### config.mk
export PLATFORM = sky130hd
export DESIGN_NAME = board_bus_top
export DESIGN_NICKNAME = d
export VERILOG_FILES = /design/src/hw/board_bus_pkg.sv /design/src/hw/wr_bus_if.sv /design/src/hw/host_bus_arbiter.sv /design/src/hw/reg_addr_decoder.sv /design/src/hw/rdata_router.sv /design/src/hw/board_bus_top.sv
export VERILOG_INCLUDE_DIRS = /design/src /design/src/hw
export SDC_FILE = /design/constraint.sdc
export NUM_CORES = 1
export LEC_CHECK = 0
export BUFFER_PORTS_ARGS = -buffer_cell sky130_fd_sc_hd__buf_4
export CORE_AREA = 2 2 290 292
export CTS_CLUSTER_DIAMETER = 60
export DETAILED_ROUTE_END_ITERATION = 8
export DIE_AREA = 0 0 292 294
export PLACE_DENSITY = 0.39
export SKIP_LAST_GASP = 1
export SLEW_MARGIN = 20
export SYNTH_ARGS = -nofsm -noshare
export SYNTH_HDL_FRONTEND = slang
export SYNTH_SLANG_ARGS = --single-unit
### constraint.sdc
create_clock -name sysclk -period 2.75 [get_ports sysclk]
set_input_delay 0.4125 -clock sysclk [delete_from_list [all_inputs] [get_ports sysclk]]
set_output_delay 0.4125 -clock sysclk [all_outputs]
set_load 0.01 [all_outputs]
### src/hw/board_bus_consts.svh
// bus widths, address-space codes, main register indices, read-source codes, ip reset value
`ifndef BOARD_BUS_CONSTS_SVH
`define BOARD_BUS_CONSTS_SVH

// ------------------------------------------------------------
// widths
// ------------------------------------------------------------
`define BUS_ADDR_W     16                // register address
`define BUS_DATA_W     32                // register data
`define BW_ADDR_W      8                 // block writer address, zero-extended on bus
`define RT_ADDR_W      4                 // real-time write port address
`define SAMPLE_ADDR_W  6                 // sample buffer address
`define CHAN_W         4                 // sampling channel

// ------------------------------------------------------------
// address spaces, taken from addr[15:12]
// ------------------------------------------------------------
`define ADDR_MAIN      4'd0
`define ADDR_HUB       4'd1
`define ADDR_PROM      4'd2
`define ADDR_ETH       4'd4
`define ADDR_FW        4'd5

// main space register indices, addr[3:0]
`define REG_PROMSTAT   4'd8
`define REG_PROMRES    4'd9
`define REG_IPADDR     4'd11
`define REG_ETHRES     4'd12

// ------------------------------------------------------------
// read-source codes from decoder to router
// ------------------------------------------------------------
`define RD_SRC_W       4
`define RD_SRC_EXT      4'd0             // falls out to board registers
`define RD_SRC_HUB      4'd1
`define RD_SRC_PROM     4'd2
`define RD_SRC_ETH      4'd3             // ethernet io | mac chip
`define RD_SRC_FW       4'd4
`define RD_SRC_PROMSTAT 4'd5
`define RD_SRC_PROMRES  4'd6
`define RD_SRC_IPADDR   4'd7
`define RD_SRC_ETHRES   4'd8

`define IP_ADDR_RESET  32'hFFFF_FFFF     // unassigned ip after reset

`endif

### src/hw/board_bus_pkg.sv
// register address union with main and memory-space views
`include "board_bus_consts.svh"

package board_bus_pkg;

    // main space register word
    typedef struct packed {
        logic [3:0] space;               // address space code
        logic [3:0] board;               // board field, 0 for local
        logic [3:0] chan;                // channel, 0 for board-wide regs
        logic [3:0] index;               // register index
    } reg_main_s;

    // memory spaces use a flat offset
    typedef struct packed {
        logic [3:0]                space;
        logic [`BUS_ADDR_W-5:0]    offset;   // word offset inside the space
    } reg_mem_s;

    // same 16 bits seen both ways
    typedef union packed {
        reg_main_s main_view;
        reg_mem_s  mem_view;
    } reg_addr_u;

endpackage

### src/hw/wr_bus_if.sv
// internal register write bus with arbiter and sink modports
`include "board_bus_consts.svh"

interface wr_bus_if;

    logic                      reg_wen;      // single-cycle register write strobe
    logic                      blk_wen;      // block write word strobe
    logic                      blk_wstart;   // block write is starting
    board_bus_pkg::reg_addr_u  reg_waddr;    // write address
    logic [`BUS_DATA_W-1:0]    reg_wdata;    // write data

    // winning master drives the bus
    modport arb (
        output reg_wen,
        output blk_wen,
        output blk_wstart,
        output reg_waddr,
        output reg_wdata
    );

    // decoder, router and top level listen
    modport snk (
        input  reg_wen,
        input  blk_wen,
        input  blk_wstart,
        input  reg_waddr,
        input  reg_wdata
    );

endinterface

### src/hw/host_bus_arbiter.sv
// master selection for write bus, read address, real-time port and sampling
`include "board_bus_consts.svh"

module host_bus_arbiter (
    // firewire master
    input  logic [`BUS_ADDR_W-1:0]     fw_reg_raddr,
    input  logic [`BUS_ADDR_W-1:0]     fw_reg_waddr,
    input  logic [`BUS_DATA_W-1:0]     fw_reg_wdata,
    input  logic                       fw_reg_wen,
    input  logic                       fw_blk_wen,
    input  logic                       fw_blk_wstart,
    input  logic                       fw_rt_wen,
    input  logic [`RT_ADDR_W-1:0]      fw_rt_waddr,
    input  logic [`BUS_DATA_W-1:0]     fw_rt_wdata,
    input  logic                       fw_sample_start,
    input  logic [`SAMPLE_ADDR_W-1:0]  fw_sample_raddr,
    // ethernet master
    input  logic                       eth_read_en,      // eth owns reg_raddr
    input  logic                       eth_write_en,     // eth owns write bus
    input  logic [`BUS_ADDR_W-1:0]     eth_reg_raddr,
    input  logic [`BUS_ADDR_W-1:0]     eth_reg_waddr,
    input  logic [`BUS_DATA_W-1:0]     eth_reg_wdata,
    input  logic                       eth_reg_wen,
    input  logic                       eth_blk_wen,
    input  logic                       eth_blk_wstart,
    input  logic                       eth_rt_wen,
    input  logic [`RT_ADDR_W-1:0]      eth_rt_waddr,
    input  logic [`BUS_DATA_W-1:0]     eth_rt_wdata,
    input  logic                       eth_sample_start,
    input  logic                       eth_sample_read,  // eth owns sample_raddr
    input  logic [`SAMPLE_ADDR_W-1:0]  eth_sample_raddr,
    // real-time block writer
    input  logic                       bw_write_en,      // highest write priority
    input  logic [`BW_ADDR_W-1:0]      bw_reg_waddr,
    input  logic [`BUS_DATA_W-1:0]     bw_reg_wdata,
    input  logic                       bw_reg_wen,
    input  logic                       bw_blk_wen,
    input  logic                       bw_blk_wstart,
    // data sampler
    input  logic                       sample_busy,      // sampler owns reg_raddr
    input  logic [`CHAN_W-1:0]         sample_chan,
    // selected outputs
    wr_bus_if.arb                      wr,
    output board_bus_pkg::reg_addr_u   reg_raddr,
    output logic                       rt_wen,
    output logic [`RT_ADDR_W-1:0]      rt_waddr,
    output logic [`BUS_DATA_W-1:0]     rt_wdata,
    output logic                       sample_start,
    output logic [`SAMPLE_ADDR_W-1:0]  sample_raddr
);

    // ------------------------------------------------------------
    // write bus: block writer > ethernet > firewire
    // ------------------------------------------------------------
    always_comb begin
        if (bw_write_en) begin
            wr.reg_wen    = bw_reg_wen;
            wr.blk_wen    = bw_blk_wen;
            wr.blk_wstart = bw_blk_wstart;
            wr.reg_waddr  = {{(`BUS_ADDR_W-`BW_ADDR_W){1'b0}}, bw_reg_waddr};  // zero-extend
            wr.reg_wdata  = bw_reg_wdata;
        end else if (eth_write_en) begin
            wr.reg_wen    = eth_reg_wen;
            wr.blk_wen    = eth_blk_wen;
            wr.blk_wstart = eth_blk_wstart;
            wr.reg_waddr  = eth_reg_waddr;
            wr.reg_wdata  = eth_reg_wdata;
        end else begin
            wr.reg_wen    = fw_reg_wen;           // firewire is the default owner
            wr.blk_wen    = fw_blk_wen;
            wr.blk_wstart = fw_blk_wstart;
            wr.reg_waddr  = fw_reg_waddr;
            wr.reg_wdata  = fw_reg_wdata;
        end
    end

    // ------------------------------------------------------------
    // read address: sampler > ethernet > firewire
    // ------------------------------------------------------------
    always_comb begin
        if (sample_busy) begin
            reg_raddr.main_view.space = `ADDR_MAIN;  // channel reg 0 of this board
            reg_raddr.main_view.board = 4'd0;
            reg_raddr.main_view.chan  = sample_chan;
            reg_raddr.main_view.index = 4'd0;
        end else if (eth_read_en) begin
            reg_raddr = eth_reg_raddr;
        end else begin
            reg_raddr = fw_reg_raddr;
        end
    end

    // real-time port, eth wins while its strobe is up
    assign rt_wen   = eth_rt_wen ? eth_rt_wen   : fw_rt_wen;
    assign rt_waddr = eth_rt_wen ? eth_rt_waddr : fw_rt_waddr;
    assign rt_wdata = eth_rt_wen ? eth_rt_wdata : fw_rt_wdata;

    // sampling shared by both hosts, start ignored while busy
    assign sample_start = (eth_sample_start | fw_sample_start) & ~sample_busy;
    assign sample_raddr = eth_sample_read ? eth_sample_raddr : fw_sample_raddr;

endmodule

### src/hw/reg_addr_decoder.sv
// read address classification and ip register write detect
`include "board_bus_consts.svh"

module reg_addr_decoder (
    input  board_bus_pkg::reg_addr_u  reg_raddr,     // selected read address
    wr_bus_if.snk                     wr,            // write bus
    output logic [`RD_SRC_W-1:0]      rd_src,        // read-source code
    output logic                      ip_wr_hit      // write to ip register this cycle
);

    logic main_sel;                                  // board-wide main register

    assign main_sel = (reg_raddr.main_view.chan == 4'd0);

    // ------------------------------------------------------------
    // space first, then main index
    // ------------------------------------------------------------
    always_comb begin
        rd_src = `RD_SRC_EXT;                        // everything unclaimed
        case (reg_raddr.mem_view.space)
            `ADDR_HUB:  rd_src = `RD_SRC_HUB;
            `ADDR_PROM: rd_src = `RD_SRC_PROM;
            `ADDR_ETH:  rd_src = `RD_SRC_ETH;
            `ADDR_FW:   rd_src = `RD_SRC_FW;
            `ADDR_MAIN: begin
                if (main_sel) begin
                    case (reg_raddr.main_view.index)
                        `REG_PROMSTAT: rd_src = `RD_SRC_PROMSTAT;
                        `REG_PROMRES:  rd_src = `RD_SRC_PROMRES;
                        `REG_IPADDR:   rd_src = `RD_SRC_IPADDR;
                        `REG_ETHRES:   rd_src = `RD_SRC_ETHRES;
                        default:       rd_src = `RD_SRC_EXT;
                    endcase
                end
            end
            default:    rd_src = `RD_SRC_EXT;
        endcase
    end

    // exact match on main/board 0/chan 0/ipaddr, qualified by the strobe
    assign ip_wr_hit = wr.reg_wen
                     && (wr.reg_waddr.mem_view.space  == `ADDR_MAIN)
                     && (wr.reg_waddr.main_view.board == 4'd0)
                     && (wr.reg_waddr.main_view.chan  == 4'd0)
                     && (wr.reg_waddr.main_view.index == `REG_IPADDR);

endmodule

### src/hw/rdata_router.sv
// read data mux and board ip address register
`include "board_bus_consts.svh"

module rdata_router (
    input  logic                     sysclk,
    input  logic                     arst_n,
    input  logic [`RD_SRC_W-1:0]     rd_src,          // from decoder
    input  logic                     ip_wr_hit,       // load ip register
    wr_bus_if.snk                    wr,              // supplies write data
    input  logic [`BUS_DATA_W-1:0]   reg_rdata_hub,   // hub memory
    input  logic [`BUS_DATA_W-1:0]   reg_rdata_prom,  // prom block read
    input  logic [`BUS_DATA_W-1:0]   reg_rdata_eth,   // ethernet io memory
    input  logic [`BUS_DATA_W-1:0]   reg_rdata_ksz,   // mac chip memory
    input  logic [`BUS_DATA_W-1:0]   reg_rdata_fw,    // firewire packet memory
    input  logic [`BUS_DATA_W-1:0]   prom_status,
    input  logic [`BUS_DATA_W-1:0]   prom_result,
    input  logic [`BUS_DATA_W-1:0]   eth_result,      // mac status | last read
    input  logic [`BUS_DATA_W-1:0]   reg_rdata_ext,   // board registers outside
    output logic [`BUS_DATA_W-1:0]   reg_rdata,
    output logic [`BUS_DATA_W-1:0]   ip_address
);

    // ------------------------------------------------------------
    // ip address register
    // ------------------------------------------------------------
    always_ff @(posedge sysclk or negedge arst_n) begin
        if (!arst_n) begin
            ip_address <= `IP_ADDR_RESET;
        end else if (ip_wr_hit) begin
            ip_address <= wr.reg_wdata;               // visible next cycle
        end
    end

    // ------------------------------------------------------------
    // read data select
    // ------------------------------------------------------------
    always_comb begin
        case (rd_src)
            `RD_SRC_HUB:      reg_rdata = reg_rdata_hub;
            `RD_SRC_PROM:     reg_rdata = reg_rdata_prom;
            `RD_SRC_ETH:      reg_rdata = reg_rdata_eth | reg_rdata_ksz;  // only one drives
            `RD_SRC_FW:       reg_rdata = reg_rdata_fw;
            `RD_SRC_PROMSTAT: reg_rdata = prom_status;
            `RD_SRC_PROMRES:  reg_rdata = prom_result;
            `RD_SRC_IPADDR:   reg_rdata = ip_address;
            `RD_SRC_ETHRES:   reg_rdata = eth_result;
            default:          reg_rdata = reg_rdata_ext;
        endcase
    end

endmodule

### src/hw/board_bus_top.sv
// board register bus top level with arbiter, decoder and read router
`include "board_bus_consts.svh"

module board_bus_top (
    input  logic                       sysclk,
    input  logic                       arst_n,
    // firewire master
    input  logic [`BUS_ADDR_W-1:0]     fw_reg_raddr,
    input  logic [`BUS_ADDR_W-1:0]     fw_reg_waddr,
    input  logic [`BUS_DATA_W-1:0]     fw_reg_wdata,
    input  logic                       fw_reg_wen,
    input  logic                       fw_blk_wen,
    input  logic                       fw_blk_wstart,
    input  logic                       fw_rt_wen,
    input  logic [`RT_ADDR_W-1:0]      fw_rt_waddr,
    input  logic [`BUS_DATA_W-1:0]     fw_rt_wdata,
    input  logic                       fw_sample_start,
    input  logic [`SAMPLE_ADDR_W-1:0]  fw_sample_raddr,
    // ethernet master
    input  logic                       eth_read_en,
    input  logic                       eth_write_en,
    input  logic [`BUS_ADDR_W-1:0]     eth_reg_raddr,
    input  logic [`BUS_ADDR_W-1:0]     eth_reg_waddr,
    input  logic [`BUS_DATA_W-1:0]     eth_reg_wdata,
    input  logic                       eth_reg_wen,
    input  logic                       eth_blk_wen,
    input  logic                       eth_blk_wstart,
    input  logic                       eth_rt_wen,
    input  logic [`RT_ADDR_W-1:0]      eth_rt_waddr,
    input  logic [`BUS_DATA_W-1:0]     eth_rt_wdata,
    input  logic                       eth_sample_start,
    input  logic                       eth_sample_read,
    input  logic [`SAMPLE_ADDR_W-1:0]  eth_sample_raddr,
    // block writer
    input  logic                       bw_write_en,
    input  logic [`BW_ADDR_W-1:0]      bw_reg_waddr,
    input  logic [`BUS_DATA_W-1:0]     bw_reg_wdata,
    input  logic                       bw_reg_wen,
    input  logic                       bw_blk_wen,
    input  logic                       bw_blk_wstart,
    // sampler
    input  logic                       sample_busy,
    input  logic [`CHAN_W-1:0]         sample_chan,
    // read sources
    input  logic [`BUS_DATA_W-1:0]     reg_rdata_hub,
    input  logic [`BUS_DATA_W-1:0]     reg_rdata_prom,
    input  logic [`BUS_DATA_W-1:0]     reg_rdata_eth,
    input  logic [`BUS_DATA_W-1:0]     reg_rdata_ksz,
    input  logic [`BUS_DATA_W-1:0]     reg_rdata_fw,
    input  logic [`BUS_DATA_W-1:0]     prom_status,
    input  logic [`BUS_DATA_W-1:0]     prom_result,
    input  logic [`BUS_DATA_W-1:0]     eth_result,
    input  logic [`BUS_DATA_W-1:0]     reg_rdata_ext,
    // shared bus out
    output logic [`BUS_ADDR_W-1:0]     reg_raddr,
    output logic [`BUS_ADDR_W-1:0]     reg_waddr,
    output logic [`BUS_DATA_W-1:0]     reg_wdata,
    output logic                       reg_wen,
    output logic                       blk_wen,
    output logic                       blk_wstart,
    output logic                       rt_wen,
    output logic [`RT_ADDR_W-1:0]      rt_waddr,
    output logic [`BUS_DATA_W-1:0]     rt_wdata,
    output logic                       sample_start,
    output logic [`SAMPLE_ADDR_W-1:0]  sample_raddr,
    output logic [`BUS_DATA_W-1:0]     reg_rdata,
    output logic [`BUS_DATA_W-1:0]     ip_address
);

    wr_bus_if                  wr ();            // internal write bus
    board_bus_pkg::reg_addr_u  raddr_sel;        // chosen read address
    logic [`RD_SRC_W-1:0]      rd_src;
    logic                      ip_wr_hit;

    // ------------------------------------------------------------
    // execute / decode / result
    // ------------------------------------------------------------
    host_bus_arbiter u_arb (
        .fw_reg_raddr(fw_reg_raddr),         .fw_reg_waddr(fw_reg_waddr),
        .fw_reg_wdata(fw_reg_wdata),         .fw_reg_wen(fw_reg_wen),
        .fw_blk_wen(fw_blk_wen),             .fw_blk_wstart(fw_blk_wstart),
        .fw_rt_wen(fw_rt_wen),               .fw_rt_waddr(fw_rt_waddr),
        .fw_rt_wdata(fw_rt_wdata),           .fw_sample_start(fw_sample_start),
        .fw_sample_raddr(fw_sample_raddr),   .eth_read_en(eth_read_en),
        .eth_write_en(eth_write_en),         .eth_reg_raddr(eth_reg_raddr),
        .eth_reg_waddr(eth_reg_waddr),       .eth_reg_wdata(eth_reg_wdata),
        .eth_reg_wen(eth_reg_wen),           .eth_blk_wen(eth_blk_wen),
        .eth_blk_wstart(eth_blk_wstart),     .eth_rt_wen(eth_rt_wen),
        .eth_rt_waddr(eth_rt_waddr),         .eth_rt_wdata(eth_rt_wdata),
        .eth_sample_start(eth_sample_start), .eth_sample_read(eth_sample_read),
        .eth_sample_raddr(eth_sample_raddr), .bw_write_en(bw_write_en),
        .bw_reg_waddr(bw_reg_waddr),         .bw_reg_wdata(bw_reg_wdata),
        .bw_reg_wen(bw_reg_wen),             .bw_blk_wen(bw_blk_wen),
        .bw_blk_wstart(bw_blk_wstart),       .sample_busy(sample_busy),
        .sample_chan(sample_chan),           .wr(wr.arb),
        .reg_raddr(raddr_sel),               .rt_wen(rt_wen),
        .rt_waddr(rt_waddr),                 .rt_wdata(rt_wdata),
        .sample_start(sample_start),         .sample_raddr(sample_raddr)
    );

    reg_addr_decoder u_dec (
        .reg_raddr(raddr_sel),
        .wr(wr.snk),
        .rd_src(rd_src),
        .ip_wr_hit(ip_wr_hit)
    );

    rdata_router u_rd (
        .sysclk(sysclk),                     .arst_n(arst_n),
        .rd_src(rd_src),                     .ip_wr_hit(ip_wr_hit),
        .wr(wr.snk),                         .reg_rdata_hub(reg_rdata_hub),
        .reg_rdata_prom(reg_rdata_prom),     .reg_rdata_eth(reg_rdata_eth),
        .reg_rdata_ksz(reg_rdata_ksz),       .reg_rdata_fw(reg_rdata_fw),
        .prom_status(prom_status),           .prom_result(prom_result),
        .eth_result(eth_result),             .reg_rdata_ext(reg_rdata_ext),
        .reg_rdata(reg_rdata),               .ip_address(ip_address)
    );

    // bus out to the board registers
    assign reg_raddr  = raddr_sel;
    assign reg_waddr  = wr.reg_waddr;
    assign reg_wdata  = wr.reg_wdata;
    assign reg_wen    = wr.reg_wen;
    assign blk_wen    = wr.blk_wen;
    assign blk_wstart = wr.blk_wstart;

endmodule

==> flow_summary.json <==
{
  "fmax_mhz": 315,
  "cts_made_buffers": 5,
  "io_buffers": 738,
  "start_util_pct": 7.92,
  "largest_register": "u_rd.ip_address",
  "critPathLaunch": "eth_reg_raddr[14]",
  "fin_nets": 2255,
  "layout_setup_ws_ns": -0.421,
  "r2r_end": "u_rd.ip_address[28]",
  "power.total_mw": 3.25,
  "yosysTopAreaCellShare_pct": 15.1,
  "grt-ovfl-total": 0,
  "die_h_um": 294,
  "power_frac_clock_pct": 18.2,
  "ys_types": 52,
  "area_growth_pct": 138,
  "yosysTopAreaCell": "mux2i_1",
  "reg_top3": "u_rd.ip_address x32",
  "sequentialPowerShare_pct": 15.0,
  "crit_family": "buffers and inverters",
  "swShare_pct": 39.5,
  "cts_buffer_depth": 2,
  "tightest_slew_ns": 0.721,
  "grt_pass1_vias": 11100,
  "crit_cells": 12,
  "via_per_inst": 3.79,
  "violations": "negative setup slack",
  "maxCapViolations": 0,
  "irDropWorstVdd_uv": 217,
  "coreArea_um2": 82900,
  "path_max_fanout": 7,
  "ctsHoldBuffers": 0,
  "finalCritPeriodShare_pct": 115,
  "wl_met3_um": 4380,
  "h-tree-depth": 2,
  "dp_hpwl_um": 65100,
  "ant_nets": 0,
  "nFillCells": 9357,
  "drcViolationCount": 0,
  "gp_routability_congestion": 0.918,
  "dp_slack_ns": -0.980,
  "dr_wl_met2_um": 39100,
  "final_common_cell": "buf_4",
  "yosys_warnings": 0,
  "worstPathCellList": "buf_6 -> or3b_4 -> a2111oi_4 -> nand4_4 -> buf_12 -> buf_12 -> buf_12 -> buf_16 -> nor3_4 -> mux2i_2 -> a31oi_1 -> buf_4",
  "synth-seq-area-share_pct": 12.8,
  "synthTopCellsByArea": "mux2i_1 15%, mux2_2 13%, dfstp_2 13%",
  "final_cell_mix": "827 x buf_4, 98 x inv_1, 89 x mux2i_1",
  "path_buf_inv": 6,
  "timing.hold.ws_ns": 0.411,
  "async_flop_share_pct": 100,
  "wl_um": 72500,
  "startpoint_type": "input port",
  "power.density_nw_per_um2": 207,
  "grt_max_degree": 45,
  "fin_tns_setup_ns": -11.40,
  "r2r_start": "u_rd.ip_address[28]",
  "ys.flop_type": "dfstp_2",
  "dr.first_iter.drc_count": 360,
  "clk_pin_slew_ns": 0.07,
  "top_layer_used": "met5",
  "critPathKind": "in -> out",
  "required_ns": 2.34,
  "grt_pass1_wl_um": 93900,
  "netlist_area_um2": 6560,
  "rows": 106,
  "wl_met1_um": 26400,
  "synth_nets": 1445,
  "period_minus_slack_ns": 3.17,
  "cts_tree": "built",
  "ios": 739,
  "p_leak_nw": 7.33,
  "via_count": 10500,
  "die_area_um2": 85800,
  "seq_area_um2": 841,
  "crit_arrival_ns": 2.76,
  "synth_edf_count": 0,
  "multi_input_area_um2": 5600,
  "avgSynthCellArea_um2": 7.45,
  "final-setup-viol-count": 32,
  "comb_power_share_pct": 66.7,
  "cts.sinks": 32,
  "drive_above_1_share_pct": 66.7,
  "wl_per_cell_um": 26.1,
  "largest_register_ffs": 32,
  "hold_path.class": "in -> async",
  "die_x_um": 292,
  "power.internal_mw": 1.96,
  "clockRootBuffer": "clkbuf_16",
  "firstDrtPassIters": 5,
  "grtUsageTotal_pct": 16.0,
  "crit_end": "reg_rdata[10]",
  "antenna_found_initial": 21,
  "rsz0062_at_grt": "true",
  "p_switching_mw": 1.28,
  "ys_ff_latch": 32,
  "skew_ns": 0,
  "slowest_stage": "a2111oi_4",
  "relSlewSlack_pct": 51.6,
  "cp-end-kind": "output port",
  "status": "finished, violations left",
  "syn_inst": 881,
  "crit_top_cell": "buf_12",
  "clk_latency_ns": 0.30,
  "report.final.slew_viol_count": 0,
  "cpPeakStageDelay_ns": 0.43,
  "hold_viol": 0,
  "ff2ff_path_depth": 1,
  "rrSetupSlack_ns": 1.81
}
==> synthesized netlist by cell type, drive strengths merged, types with 4 or more instances <==
cell type,instances
nor2,24
nand3,51
mux2i,99
o21ai,64
o311a,15
a211oi,34
buf,42
nand4,19
inv,98
dfstp,32
nand2,45
or3b,4
a31oi,32
clkbuf,43
a221o,15
mux2,77
nor3,131
or3,17
==> cells by family after synthesis <==
logic type / share of synthesized area [%]
AOI/OAI and AO/OA: 18.6
and+or+nand+nor: 27.2
DFF: 12.8
xor gates and xnor gates: 0.534
buffers and inverters: 12.5
muxes: 28.3
==> metrics by stage <==
stage | cells | cell area (µm²) | utilization (%)
finish | 2781 | 15600 | 18.9
global route | 2778 | 15600 | 18.9
CTS | 2769 | 15400 | 18.6
detailed placement | 2742 | 14400 | 17.3
global placement | 2742 | 14400 | 17.3
floorplan | 881 | 6560 | -
==> power by group through the flow <==
stage	logic, mW	clock network [mW]	registers, mW
2_1_floorplan	0.617	0	0.495
3_3_place_gp	2.10	0	0.495
3_5_place_dp	2.10	0	0.495
4_1_cts	2.18	0.643	0.488
5_1_grt	2.29	0.652	0.489
6_report	2.17	0.592	0.488
==> how the worst min path moves through the flow <==
stage | endpoint | slack [ns] | cells past startpoint
after floorplan | u_rd.ip_address[0] | 0.26 | 0
after global placement | u_rd.ip_address[2] | 0.62 | 1
after detailed placement | u_rd.ip_address[23] | 0.62 | 1
after CTS | u_rd.ip_address[31] | 0.42 | 1
after global routing | u_rd.ip_address[31] | 0.45 | 1
final | u_rd.ip_address[31] | 0.41 | 1
==> cell type report <==
type	count	share of cell area (%)
timing repair buffer	888	46.8
multi-input combinational	666	35.8
tap	1080	8.64
sequential	32	5.37
inverter	98	2.35
clock buffer	5	0.800
antenna	9	0.144
clock inverter	3	0.120
==> timing repair <==
item                                    in CTS  in global routing
setup buffers                               17                  6
gates cloned                                 7                  0
pin swaps                                   49                 24
endpoints found under the setup margin      32                 32
gates resized for setup                    124                 36
==> routing by layer <==
metal	track usage, %	vias up
met3	2.85	67
met4	6.40	10
met1	16.9	5041
met5	0	-
met2	31.1	559
li1	-	4867
Power figures use the tool's default switching activity.
